## src/logic/axi2iob_pkg.sv

```systemverilog
// Shared widths, field types and burst arithmetic for the AXI4 to IOb adapter.
// Imported by every RTL module and interface of the design.
package axi2iob_pkg;

   localparam int ADDR_W = 32;
   localparam int DATA_W = 32;
   localparam int STRB_W = DATA_W / 8;
   localparam int ID_W   = 8;
   localparam int LEN_W  = 8;
   localparam int SIZE_W = 3;

   typedef logic [ADDR_W-1:0] addr_t;
   typedef logic [DATA_W-1:0] data_t;
   typedef logic [STRB_W-1:0] strb_t;
   typedef logic [ID_W-1:0]   id_t;
   // beats in the burst minus one
   typedef logic [LEN_W-1:0]  len_t;
   // log2 of the bytes per beat
   typedef logic [SIZE_W-1:0] size_t;

   // the read sequencer never enters RESP
   typedef enum logic [1:0] {
      IDLE,
      DATA,
      RESP
   } burst_state_t;

   // address increment between two beats of an incrementing burst
   function automatic addr_t beat_step(size_t size);
      addr_t step;
      step = addr_t'(1) << size;
      return step;
   endfunction

endpackage

```

## src/logic/lite_rd_if.sv

```systemverilog
// Single-beat read channel from the read burst sequencer to the bus bridge.
`timescale 1ns/1ps

interface lite_rd_if;
   import axi2iob_pkg::*;

   addr_t araddr;
   logic  arvalid;
   logic  arready;
   data_t rdata;
   logic  rvalid;
   logic  rready;

   modport manager (
      output araddr, arvalid, rready,
      input  arready, rdata, rvalid
   );

   modport subordinate (
      input  araddr, arvalid, rready,
      output arready, rdata, rvalid
   );

endinterface

```

## src/logic/lite_wr_if.sv

```systemverilog
// Single-beat write channel from the write burst sequencer to the bus bridge.
// One address, one data word and one response per beat.
`timescale 1ns/1ps

interface lite_wr_if;
   import axi2iob_pkg::*;

   addr_t awaddr;
   logic  awvalid;
   logic  awready;
   data_t wdata;
   strb_t wstrb;
   logic  wvalid;
   logic  wready;
   logic  bvalid;
   logic  bready;

   modport manager (
      output awaddr, awvalid, wdata, wstrb, wvalid, bready,
      input  awready, wready, bvalid
   );

   modport subordinate (
      input  awaddr, awvalid, wdata, wstrb, wvalid, bready,
      output awready, wready, bvalid
   );

endinterface

```

## src/logic/axi2iob_top.sv

```systemverilog
// AXI4 subordinate to IOb manager adapter. Plain AXI4 ports on one side and
// the IOb port on the other; the burst sequencers meet at the bus bridge.
`timescale 1ns/1ps

module axi2iob_top (
   input  logic               clk_i,
   input  logic               arst_i,
   input  axi2iob_pkg::id_t   awid_i,
   input  axi2iob_pkg::addr_t awaddr_i,
   input  axi2iob_pkg::len_t  awlen_i,
   input  axi2iob_pkg::size_t awsize_i,
   input  logic               awvalid_i,
   output logic               awready_o,
   input  axi2iob_pkg::data_t wdata_i,
   input  axi2iob_pkg::strb_t wstrb_i,
   // burst end comes from the length, wlast is not looked at
   input  logic               wlast_i,
   input  logic               wvalid_i,
   output logic               wready_o,
   output axi2iob_pkg::id_t   bid_o,
   output logic               bvalid_o,
   input  logic               bready_i,
   input  axi2iob_pkg::id_t   arid_i,
   input  axi2iob_pkg::addr_t araddr_i,
   input  axi2iob_pkg::len_t  arlen_i,
   input  axi2iob_pkg::size_t arsize_i,
   input  logic               arvalid_i,
   output logic               arready_o,
   output axi2iob_pkg::id_t   rid_o,
   output axi2iob_pkg::data_t rdata_o,
   output logic               rlast_o,
   output logic               rvalid_o,
   input  logic               rready_i,
   output logic               iob_valid_o,
   output axi2iob_pkg::addr_t iob_addr_o,
   output axi2iob_pkg::data_t iob_wdata_o,
   output axi2iob_pkg::strb_t iob_wstrb_o,
   input  logic               iob_ready_i,
   input  logic               iob_rvalid_i,
   input  axi2iob_pkg::data_t iob_rdata_i
);

   lite_wr_if wr_if ();
   lite_rd_if rd_if ();

   axi_wr_burst u_wr_burst (
      .clk_i    (clk_i),
      .arst_i   (arst_i),
      .awid_i   (awid_i),
      .awaddr_i (awaddr_i),
      .awlen_i  (awlen_i),
      .awsize_i (awsize_i),
      .awvalid_i(awvalid_i),
      .awready_o(awready_o),
      .wdata_i  (wdata_i),
      .wstrb_i  (wstrb_i),
      .wvalid_i (wvalid_i),
      .wready_o (wready_o),
      .bid_o    (bid_o),
      .bvalid_o (bvalid_o),
      .bready_i (bready_i),
      .lite     (wr_if.manager)
   );

   axi_rd_burst u_rd_burst (
      .clk_i    (clk_i),
      .arst_i   (arst_i),
      .arid_i   (arid_i),
      .araddr_i (araddr_i),
      .arlen_i  (arlen_i),
      .arsize_i (arsize_i),
      .arvalid_i(arvalid_i),
      .arready_o(arready_o),
      .rid_o    (rid_o),
      .rdata_o  (rdata_o),
      .rlast_o  (rlast_o),
      .rvalid_o (rvalid_o),
      .rready_i (rready_i),
      .lite     (rd_if.manager)
   );

   iob_bus_bridge u_bridge (
      .clk_i       (clk_i),
      .arst_i      (arst_i),
      .wr          (wr_if.subordinate),
      .rd          (rd_if.subordinate),
      .iob_valid_o (iob_valid_o),
      .iob_addr_o  (iob_addr_o),
      .iob_wdata_o (iob_wdata_o),
      .iob_wstrb_o (iob_wstrb_o),
      .iob_ready_i (iob_ready_i),
      .iob_rvalid_i(iob_rvalid_i),
      .iob_rdata_i (iob_rdata_i)
   );

endmodule

```

## src/logic/axi_rd_burst.sv

```systemverilog
// Read burst sequencer. Issues one single-beat read per AXI4 beat and returns
// each word with the burst ID, marking the final word with rlast.
`timescale 1ns/1ps

module axi_rd_burst (
   input  logic               clk_i,
   input  logic               arst_i,
   input  axi2iob_pkg::id_t   arid_i,
   input  axi2iob_pkg::addr_t araddr_i,
   input  axi2iob_pkg::len_t  arlen_i,
   input  axi2iob_pkg::size_t arsize_i,
   input  logic               arvalid_i,
   output logic               arready_o,
   output axi2iob_pkg::id_t   rid_o,
   output axi2iob_pkg::data_t rdata_o,
   output logic               rlast_o,
   output logic               rvalid_o,
   input  logic               rready_i,
   lite_rd_if.manager         lite
);
   import axi2iob_pkg::*;

   burst_state_t state;
   logic  arready_q, rvalid_q, rlast_q;
   logic  arvalid_q, rready_q;
   logic  ar_hs, r_hs;
   id_t   id_q, rid_q;
   addr_t addr_q;
   len_t  len_q;
   size_t size_q;
   data_t rdata_q;

   assign ar_hs = arready_q && arvalid_i;
   assign r_hs  = rready_q && lite.rvalid;

   always_ff @(posedge clk_i or posedge arst_i) begin
      if (arst_i) begin
         state     <= IDLE;
         arready_q <= 1'b0;
         rvalid_q  <= 1'b0;
         rlast_q   <= 1'b0;
         arvalid_q <= 1'b0;
         rready_q  <= 1'b0;
      end else begin
         arready_q <= 1'b0;
         rready_q  <= 1'b0;
         if (lite.arvalid && lite.arready) arvalid_q <= 1'b0;
         if (rvalid_q && rready_i) begin
            rvalid_q <= 1'b0;
            rlast_q  <= 1'b0;
         end
         case (state)
            IDLE: begin
               arready_q <= !arvalid_q;
               if (ar_hs) begin
                  arready_q <= 1'b0;
                  arvalid_q <= 1'b1;
                  state     <= DATA;
               end
            end
            DATA: begin
               // take the next word only once the previous one has left rvalid_o
               rready_q <= !rvalid_q && !arvalid_q;
               if (r_hs) begin
                  rready_q <= 1'b0;
                  rvalid_q <= 1'b1;
                  rlast_q  <= (len_q == '0);
                  if (len_q == '0) begin
                     arready_q <= !arvalid_q;
                     state     <= IDLE;
                  end else begin
                     arvalid_q <= 1'b1;
                  end
               end
            end
            default: state <= IDLE;
         endcase
      end
   end

   always_ff @(posedge clk_i) begin
      if (ar_hs) begin
         id_q   <= arid_i;
         addr_q <= araddr_i;
         len_q  <= arlen_i;
         size_q <= arsize_i;
      end else if (r_hs && len_q != '0) begin
         addr_q <= addr_q + beat_step(size_q);
         len_q  <= len_q - 1'b1;
      end
      if (r_hs) begin
         rid_q   <= id_q;
         rdata_q <= lite.rdata;
      end
   end

   assign arready_o    = arready_q;
   assign rvalid_o     = rvalid_q;
   assign rlast_o      = rlast_q;
   assign rid_o        = rid_q;
   assign rdata_o      = rdata_q;
   assign lite.araddr  = addr_q;
   assign lite.arvalid = arvalid_q;
   assign lite.rready  = rready_q;

   a_rdata_stable: assert property (@(posedge clk_i) disable iff (arst_i)
      rvalid_o && !rready_i |=> $stable(rdata_o))
      else $error("rdata_o changed while stalled");

   a_rlast_valid: assert property (@(posedge clk_i) disable iff (arst_i)
      rlast_o |-> rvalid_o)
      else $error("rlast_o without rvalid_o");

endmodule

```

## src/logic/axi_wr_burst.sv

```systemverilog
// Write burst sequencer. Splits each AXI4 write burst into single-beat writes
// and answers the whole burst with one write response carrying its ID.
`timescale 1ns/1ps

module axi_wr_burst (
   input  logic               clk_i,
   input  logic               arst_i,
   input  axi2iob_pkg::id_t   awid_i,
   input  axi2iob_pkg::addr_t awaddr_i,
   input  axi2iob_pkg::len_t  awlen_i,
   input  axi2iob_pkg::size_t awsize_i,
   input  logic               awvalid_i,
   output logic               awready_o,
   input  axi2iob_pkg::data_t wdata_i,
   input  axi2iob_pkg::strb_t wstrb_i,
   input  logic               wvalid_i,
   output logic               wready_o,
   output axi2iob_pkg::id_t   bid_o,
   output logic               bvalid_o,
   input  logic               bready_i,
   lite_wr_if.manager         lite
);
   import axi2iob_pkg::*;

   burst_state_t state;
   logic  awready_q, wready_q, bvalid_q;
   logic  awvalid_q, wvalid_q, bready_q;
   logic  aw_hs, w_hs, b_hs;
   id_t   id_q, bid_q;
   addr_t addr_q;
   len_t  len_q;
   size_t size_q;
   data_t wdata_q;
   strb_t wstrb_q;

   assign aw_hs = awready_q && awvalid_i;
   assign w_hs  = wready_q && wvalid_i;
   assign b_hs  = bready_q && lite.bvalid;

   always_ff @(posedge clk_i or posedge arst_i) begin
      if (arst_i) begin
         state     <= IDLE;
         awready_q <= 1'b0;
         wready_q  <= 1'b0;
         bvalid_q  <= 1'b0;
         awvalid_q <= 1'b0;
         wvalid_q  <= 1'b0;
         bready_q  <= 1'b0;
      end else begin
         awready_q <= 1'b0;
         wready_q  <= 1'b0;
         bready_q  <= 1'b0;
         if (lite.awvalid && lite.awready) awvalid_q <= 1'b0;
         if (lite.wvalid && lite.wready) wvalid_q <= 1'b0;
         if (bvalid_q && bready_i) bvalid_q <= 1'b0;
         case (state)
            IDLE: begin
               awready_q <= !awvalid_q;
               if (aw_hs) begin
                  awready_q <= 1'b0;
                  awvalid_q <= 1'b1;
                  wready_q  <= !wvalid_q;
                  state     <= DATA;
               end
            end
            DATA: begin
               wready_q <= !wvalid_q;
               if (w_hs) begin
                  wready_q <= 1'b0;
                  wvalid_q <= 1'b1;
                  bready_q <= !bvalid_q;
                  state    <= RESP;
               end
            end
            RESP: begin
               // single response may not complete while the burst response waits
               bready_q <= !bvalid_q;
               if (b_hs) begin
                  bready_q <= 1'b0;
                  if (len_q != '0) begin
                     awvalid_q <= 1'b1;
                     wready_q  <= 1'b1;
                     state     <= DATA;
                  end else begin
                     bvalid_q  <= 1'b1;
                     awready_q <= !awvalid_q;
                     state     <= IDLE;
                  end
               end
            end
            default: state <= IDLE;
         endcase
      end
   end

   // burst context and beat payload
   always_ff @(posedge clk_i) begin
      if (aw_hs) begin
         id_q   <= awid_i;
         addr_q <= awaddr_i;
         len_q  <= awlen_i;
         size_q <= awsize_i;
      end else if (b_hs && len_q != '0) begin
         addr_q <= addr_q + beat_step(size_q);
         len_q  <= len_q - 1'b1;
      end
      if (w_hs) begin
         wdata_q <= wdata_i;
         wstrb_q <= wstrb_i;
      end
      if (b_hs && len_q == '0) bid_q <= id_q;
   end

   assign awready_o    = awready_q;
   assign wready_o     = wready_q;
   assign bvalid_o     = bvalid_q;
   assign bid_o        = bid_q;
   assign lite.awaddr  = addr_q;
   assign lite.awvalid = awvalid_q;
   assign lite.wdata   = wdata_q;
   assign lite.wstrb   = wstrb_q;
   assign lite.wvalid  = wvalid_q;
   assign lite.bready  = bready_q;

   a_bvalid_held: assert property (@(posedge clk_i) disable iff (arst_i)
      bvalid_o && !bready_i |=> bvalid_o)
      else $error("bvalid_o dropped before bready_i");

   a_wready_in_data: assert property (@(posedge clk_i) disable iff (arst_i)
      wready_o |-> state == DATA)
      else $error("wready_o high outside the DATA state");

endmodule

```

## src/logic/iob_bus_bridge.sv

```systemverilog
// Puts single-beat reads and writes onto one IOb manager port. Reads win over
// writes, and returned read data is held until the read sequencer takes it.
`timescale 1ns/1ps

module iob_bus_bridge (
   input  logic               clk_i,
   input  logic               arst_i,
   lite_wr_if.subordinate     wr,
   lite_rd_if.subordinate     rd,
   output logic               iob_valid_o,
   output axi2iob_pkg::addr_t iob_addr_o,
   output axi2iob_pkg::data_t iob_wdata_o,
   output axi2iob_pkg::strb_t iob_wstrb_o,
   input  logic               iob_ready_i,
   input  logic               iob_rvalid_i,
   input  axi2iob_pkg::data_t iob_rdata_i
);
   import axi2iob_pkg::*;

   addr_t awaddr_q;
   data_t rdata_q;
   logic  rvalid_q;
   logic  bvalid_q;
   logic  wr_en;

   // a write with no byte enabled completes without an IOb request
   assign wr_en = |wr.wstrb;

   assign wr.awready = iob_ready_i;
   // write waits while a read owns the port
   assign wr.wready  = iob_ready_i && !rd.arvalid;
   assign wr.bvalid  = bvalid_q;

   assign rd.arready = iob_ready_i;
   assign rd.rdata   = iob_rvalid_i ? iob_rdata_i : rdata_q;
   assign rd.rvalid  = iob_rvalid_i || rvalid_q;

   assign iob_valid_o = rd.arvalid || (wr.wvalid && wr_en);
   assign iob_addr_o  = rd.arvalid ? rd.araddr : (wr.awvalid ? wr.awaddr : awaddr_q);
   assign iob_wdata_o = wr.wdata;
   assign iob_wstrb_o = rd.arvalid ? '0 : wr.wstrb;

   // write address stays valid for the data beat that follows it
   always_ff @(posedge clk_i) begin
      if (wr.awvalid) awaddr_q <= wr.awaddr;
      if (iob_rvalid_i) rdata_q <= iob_rdata_i;
   end

   always_ff @(posedge clk_i or posedge arst_i) begin
      if (arst_i) begin
         rvalid_q <= 1'b0;
         bvalid_q <= 1'b0;
      end else begin
         if (rd.rvalid && rd.rready) begin
            rvalid_q <= 1'b0;
         end else if (iob_rvalid_i) begin
            rvalid_q <= 1'b1;
         end
         // single response one cycle after the write beat
         if (wr.wvalid && wr.wready) begin
            bvalid_q <= 1'b1;
         end else if (wr.bready) begin
            bvalid_q <= 1'b0;
         end
      end
   end

   a_iob_valid_held: assert property (@(posedge clk_i) disable iff (arst_i)
      iob_valid_o && !iob_ready_i |=> iob_valid_o)
      else $error("iob_valid_o dropped while iob_ready_i low");

endmodule

```

## config.mk

```make
export PLATFORM = sky130hd
export DESIGN_NAME = axi2iob_top
export DESIGN_NICKNAME = d
export VERILOG_FILES = /design/src/logic/axi2iob_pkg.sv /design/src/logic/lite_rd_if.sv /design/src/logic/lite_wr_if.sv /design/src/logic/axi2iob_top.sv /design/src/logic/axi_rd_burst.sv /design/src/logic/axi_wr_burst.sv /design/src/logic/iob_bus_bridge.sv
export SDC_FILE = /design/constraint.sdc
export NUM_CORES = 1
export LEC_CHECK = 0
export BUFFER_PORTS_ARGS = -buffer_cell sky130_fd_sc_hd__buf_4
export CORE_MARGIN = 2
export CORE_UTILIZATION = 43
export CTS_CLUSTER_DIAMETER = 60
export DETAILED_ROUTE_END_ITERATION = 6
export MAX_ROUTING_LAYER = met4
export PLACE_DENSITY_LB_ADDON = 0.1
export SKIP_CTS_REPAIR_TIMING = 1
export SYNTH_ARGS = -nofsm -noshare
export SYNTH_HDL_FRONTEND = slang
export SYNTH_SLANG_ARGS = --single-unit
export TNS_END_PERCENT = 1
```

## constraint.sdc

```tcl
create_clock -name clk_i -period 5.2 [get_ports clk_i]
set_input_delay 1.04 -clock clk_i [delete_from_list [all_inputs] [get_ports clk_i]]
set_output_delay 1.04 -clock clk_i [all_outputs]
set_load 0.01 [all_outputs]
```

# Word level (Yosys, flattened, before mapping)
# Cells that the tools add are included.
[totals]
word_cells = 147
latchBits = 0
ramBits = 0
output_inout_bits = 123
n_memories = 0
register_bits = 267
in_bits = 180
romBits = 0
[op_classes]
div = 0
eq_ne = 9
n_lt_le_gt_ge = 0
bitwise_logic = 0
n_addsub = 4
reduce_logical = 36
mux = 66
shifts = 2
mul = 0
[ops]
columns = ["op", "n"]
rows = [
  ["$mux 32", 7],
  ["$add 32x32->32", 2],
  ["$shl 1x3->32 const A", 2],
  ["$mux 1", 40],
  ["$mux 8", 4],
  ["$logic_and 1x1->1", 16],
  ["$logic_not 8->1", 2],
  ["$reduce_bool 8->1", 2],
  ["$sub 8x1->8 const B", 2],
  ["$mux 2", 6],
  ["$ne 2x1->1 const B", 6],
  ["$pmux 1 s2", 5],
  ["$reduce_bool 2->1", 4],
  ["$pmux 2 s3", 1],
  ["$reduce_and 3->1", 2],
  ["$logic_not 1->1", 5],
  ["$eq 2x1->1 const B", 2],
  ["$logic_not 2->1", 2],
  ["$mux 4", 1],
  ["$pmux 2 s2", 1],
  ["$reduce_or 4->1", 1],
  ["$pmux 1 s3", 1],
  ["$eq 2x2->1 const B", 1],
  ["$logic_or 1x1->1", 2],
]

# Longest topological paths before layout
[logic_depth]
word_depth = 6
ltp_mapped = 10
ltp_nobuf = 9

# Modules after synthesis
# A second synthesis with hierarchy kept.
[hier_totals]
cells_unflattened = 959
hier_area_um2 = 12366.9
[modules_own_cells]
columns = ["module", "area_each_um2", "cells_each", "instances", "seq_area_each_um2"]
rows = [
  ["axi_wr_burst", 4889.7, 379, 1, 3052.9],
  ["axi_rd_burst", 4513.1, 360, 1, 2882.8],
  ["iob_bus_bridge", 2964.1, 220, 1, 1331.3],
]

# Worst setup path after synthesis
# Ideal clock, no wire load.
[synth_timing]
path_kind = "input-to-reg"
from = "input port iob_rvalid_i"
to = "register u_rd_burst.len_q[0] (enable)"
n_path_buf = 1
path_stages = 5
setup_time_ns = 0.398
required_time_ns = 4.802
slack_ns = 0.495
t_arrival_ns = 4.307
cell_sequence = "clkbuf_1 nor2_1 nor2b_1 nand2_1 nand2_1"
[synth_via]
elab_chain_len = 4
[synth_lines]
columns = ["element", "line", "rtl"]
rows = [
  ["start: declaration", "axi2iob_top.sv:39", "input logic iob_rvalid_i,"],
  ["$logic_or 1x1->1", "iob_bus_bridge.sv:36", "assign rd.rvalid = iob_rvalid_i || rvalid_q;"],
  ["$logic_and 1x1->1", "axi_rd_burst.sv:34", "assign r_hs = rready_q && lite.rvalid;"],
  ["named net u_rd_burst.r_hs", "axi_rd_burst.sv:26", "logic ar_hs, r_hs;"],
  ["$logic_and 1x1->1", "axi_rd_burst.sv:87", "end else if (r_hs && len_q != '0) begin"],
  ["$reduce_bool 2->1 (no line)", "n/a", ""],
  ["end signal: assignment", "axi_rd_burst.sv:85", "len_q <= arlen_i;"],
  ["end signal: assignment", "axi_rd_burst.sv:89", "len_q <= len_q - 1'b1;"],
  ["end: declaration", "axi_rd_burst.sv:29", "len_t len_q;"],
]
# The timed path passes the listed nets, and every way through them passes these cells.
# A chain may end at the register's enable or synchronous reset.

# Worst setup path in the final report
[layout_timing]
from = "register u_rd_burst.arvalid_q, in the netlist u_rd_burst.lite.arvalid"
to = "output port iob_addr_o[12]"
[layout_via]
elab_chain_len = 1
[layout_lines]
columns = ["element", "line", "rtl"]
rows = [
  ["start: declaration", "axi_rd_burst.sv:25", "logic arvalid_q, rready_q;"],
  ["start signal: assignment", "axi_rd_burst.sv:42", "arvalid_q <= 1'b0;"],
  ["start signal: assignment", "axi_rd_burst.sv:47", "if (lite.arvalid && lite.arready) arvalid_q <= 1'b0;"],
  ["start signal: assignment", "axi_rd_burst.sv:57", "arvalid_q <= 1'b1;"],
  ["$mux 32", "iob_bus_bridge.sv:39", "assign iob_addr_o = rd.arvalid ? rd.araddr : (wr.awvalid ? wr.awaddr : awaddr_q);"],
  ["end: declaration", "axi2iob_top.sv:35", "output axi2iob_pkg::addr_t iob_addr_o,"],
]
# Every way passes these cells.

==> results.tsv <==
metric	value	unit
EDFF count, synth	186	
syn_area_per_cell	12.9	um^2
outcome	completed	
Critical Path Max Stage Delay	600	ps
post-synth top area cell	edfxtp_1	
leakage	6.01	nW
Vias/cell	5.04	
total congestion overflow	0	
root buf cell	clkbuf_16	
Die W	168	um
via count	7888	
antenna violations before repair	1	
Setup TNS	0	ps
Num CTS Buffers	30	
Pwr Density	536	nW/um^2
Layout Nets	1411	
Setup WS pre-CTS	2040	ps
post-synth net total	1101	
Synth Flop Type	edfxtp_1	
Final Max Slew Viols	0	
Cells after Synth	896	
routability cong.	0.831	
Post-Route Utilization	58.1	%
slew margin rel.	25.1	%
1st-iter DRT viols	438	
ys async rst share	6.02	%
Max IR drop VDD	0.396	mV
Final Hold Vio Count	0	
total wire length	28400	um
TritonRoute pass-1 iters	7	
Core Area	26200	um^2
Port Buffer Count	301	
CTS H-tree lvls	1	
worst slew pin tran	1120	ps
drt drc	0	
fmax	272	MHz
critical path's slowest cell	inv_1	
final clock skew	8.19	ps
drt wl/cell	18.2	um
final hold slack	417	ps
unrepaired setup endpoints after global routing	false	
CTS tree	yes	
largest net degree at the start of global routing	73	
share of cells above drive strength 1	38.5	%
CP Capture Type	primary output	
Final Cycle Share	70.8	%
clock tree buffer depth	3	
Core Rows	59	
PnR worst setup slack	1520	ps
worst hold path class	reg -> reg	
design area	15200	um^2
CP Cell Sequence	inv_1, buf_4, mux2_2, buf_4	
Worst Setup Start Kind	flop	
WP data required	4160	ps
Tot GR Track Use	20.2	%
dpl hpwl	20700	um
fin cells	1566	
Yosys warning total	0	
Cell Count Post-Placement	1509	
Unique masters post-synth	60	
crit path kind	reg -> out	
worst-skew pair later-pin latency	550	ps
Max Cap Viol	0	
die footprint	28200	um^2
most frequent CP cell	buf_4	
Total Power	8.16	mW
first-pass GRT wire length	43100	um
DP Area	14200	um^2
crit-path max FO	17	
DRT antenna net count	0	
CTS clk-pin slew, worst paths	60	ps
Tmin final	3680	ps
CP arrival	2640	ps
io pins	303	
post-synthesis sequential area ratio	63.0	%
FILL cells	2233	
initial core utilization	44.0	%
clk sinks	266	
area grow syn2layout	31.9	%
die height	168	um
top cells by area, synth	edfxtp_1 48%, dfxtp_1 11%, mux2_2 9.2%	
cell area after synthesis	11500	um^2
final setup violation count	0	
top cell type's share of synthesized area	48.4	%
#FFs+latches synth	266	
vias in the first global route	7867	
-- cell families (layout without fill, tap and decap cells) --
group                    Yosys count  in the layout  share of synthesized area (%)
buffers and inverters             56            390                           1.96
adder cells (fa/ha/maj)           25             25                           2.84
flip-flops                       266            266                           63.0
AND/OR/NAND/NOR                  242            242                           10.3
AO/OA/AOI/OAI                    142            142                           7.34
XOR/XNOR                          71             71                           5.39
other                              0              1                              0
multiplexers                      94             94                           9.17
-- path summary, 6_finish.rpt --
check | cells past startpoint | to | startpoint | slack [ps]
min in group asynchronous | 2 | u_bridge.rvalid_q | arst_i | 590
max reg2reg | 8 | u_wr_burst.lite.awaddr[17] | u_wr_burst.size_q[1] | 2050
min | 0 | u_wr_burst.bid_o[7] | u_wr_burst.id_q[7] | 420
max in group asynchronous | 2 | u_bridge.wr.bvalid | arst_i | 4190
min reg2reg | 0 | u_wr_burst.bid_o[7] | u_wr_burst.id_q[7] | 420
max | 4 | iob_addr_o[12] | u_rd_burst.lite.arvalid | 1520
-- worst max-delay path: cells and delay by family, from the launching register on --
family	cells	cell delay, ps
buf+inv	3	1110
flops	1	570
mux	1	400
-- cell usage in the layout (no fill, tap or decap), types with 3 or more instances in the layout --
| master | n |
|---|---|
| buf_4 | 311 |
| edfxtp_1 | 186 |
| nand2_1 | 112 |
| mux2_2 | 94 |
| dfxtp_1 | 64 |
| o21ai_0 | 61 |
| xor2_1 | 43 |
| nor2_1 | 42 |
| clkbuf_16 | 32 |
| a21oi_1 | 29 |
| xnor2_1 | 28 |
| ha_1 | 23 |
| nand3_1 | 21 |
| inv_1 | 21 |
| dfrtp_1 | 16 |
| nor3_1 | 12 |
| o21ai_1 | 11 |
| and3_1 | 9 |
| nand4_1 | 9 |
| a21o_1 | 8 |
| nor3b_1 | 7 |
| o211ai_1 | 6 |
| clkbuf_1 | 6 |
| nor2b_1 | 4 |
| and4_1 | 4 |
| clkbuf_8 | 4 |
| clkinv_2 | 4 |
| and3b_1 | 3 |
| o2111ai_1 | 3 |
| o21a_1 | 3 |
| o221ai_1 | 3 |
| bufinv_16 | 3 |
-- layer usage --
metal	global-route usage, %	wire length, um	vias to the layer above
li1	-	-	3872
met1	24.1	11500	3726
met2	34.1	13800	256
met3	5.95	2640	34
met4	4.05	531	0
met5	-	0	-
-- synthesized netlist by cell type, drive strengths merged (13+ instances only) --
library cell,count
edfxtp,186
nand2,112
mux2,94
o21ai,74
dfxtp,64
nor2,43
xor2,43
a21oi,30
xnor2,28
ha,23
inv,23
clkbuf,22
nand3,21
dfrtp,16
nor3,13
-- flip-flops by register name, summed over array words and instances (netlist names), 32 cells and up --
| name | flops |
|---|---|
| u_wr_burst.lite.awaddr | 32 |
| u_bridge.awaddr_q | 32 |
| u_wr_burst.lite.wdata | 32 |
| u_rd_burst.lite.araddr | 32 |
| u_bridge.rdata_q | 32 |
| u_rd_burst.rdata_o | 32 |
-- cell type report --
cell class / count / area [um^2] / share of cell area [%]
Multi-Input combinational cell: 574 / 4070 / 26.7
Antenna cell: 1 / 2.50 / 0.0164
Inverter: 23 / 86.3 / 0.567
Timing Repair Buffer: 311 / 2330 / 15.3
Clock buffer: 42 / 878 / 5.77
Sequential cell: 266 / 7270 / 47.7
Clock inverter: 14 / 168 / 1.10
Tap cell: 335 / 419 / 2.75
-- report_power, final --
part           switching [mW]  internal [mW]
registers               0.362           3.03
clock network           0.856           1.33
logic                    1.35           1.22
No activity file was read; power rests on OpenSTA's default activity.
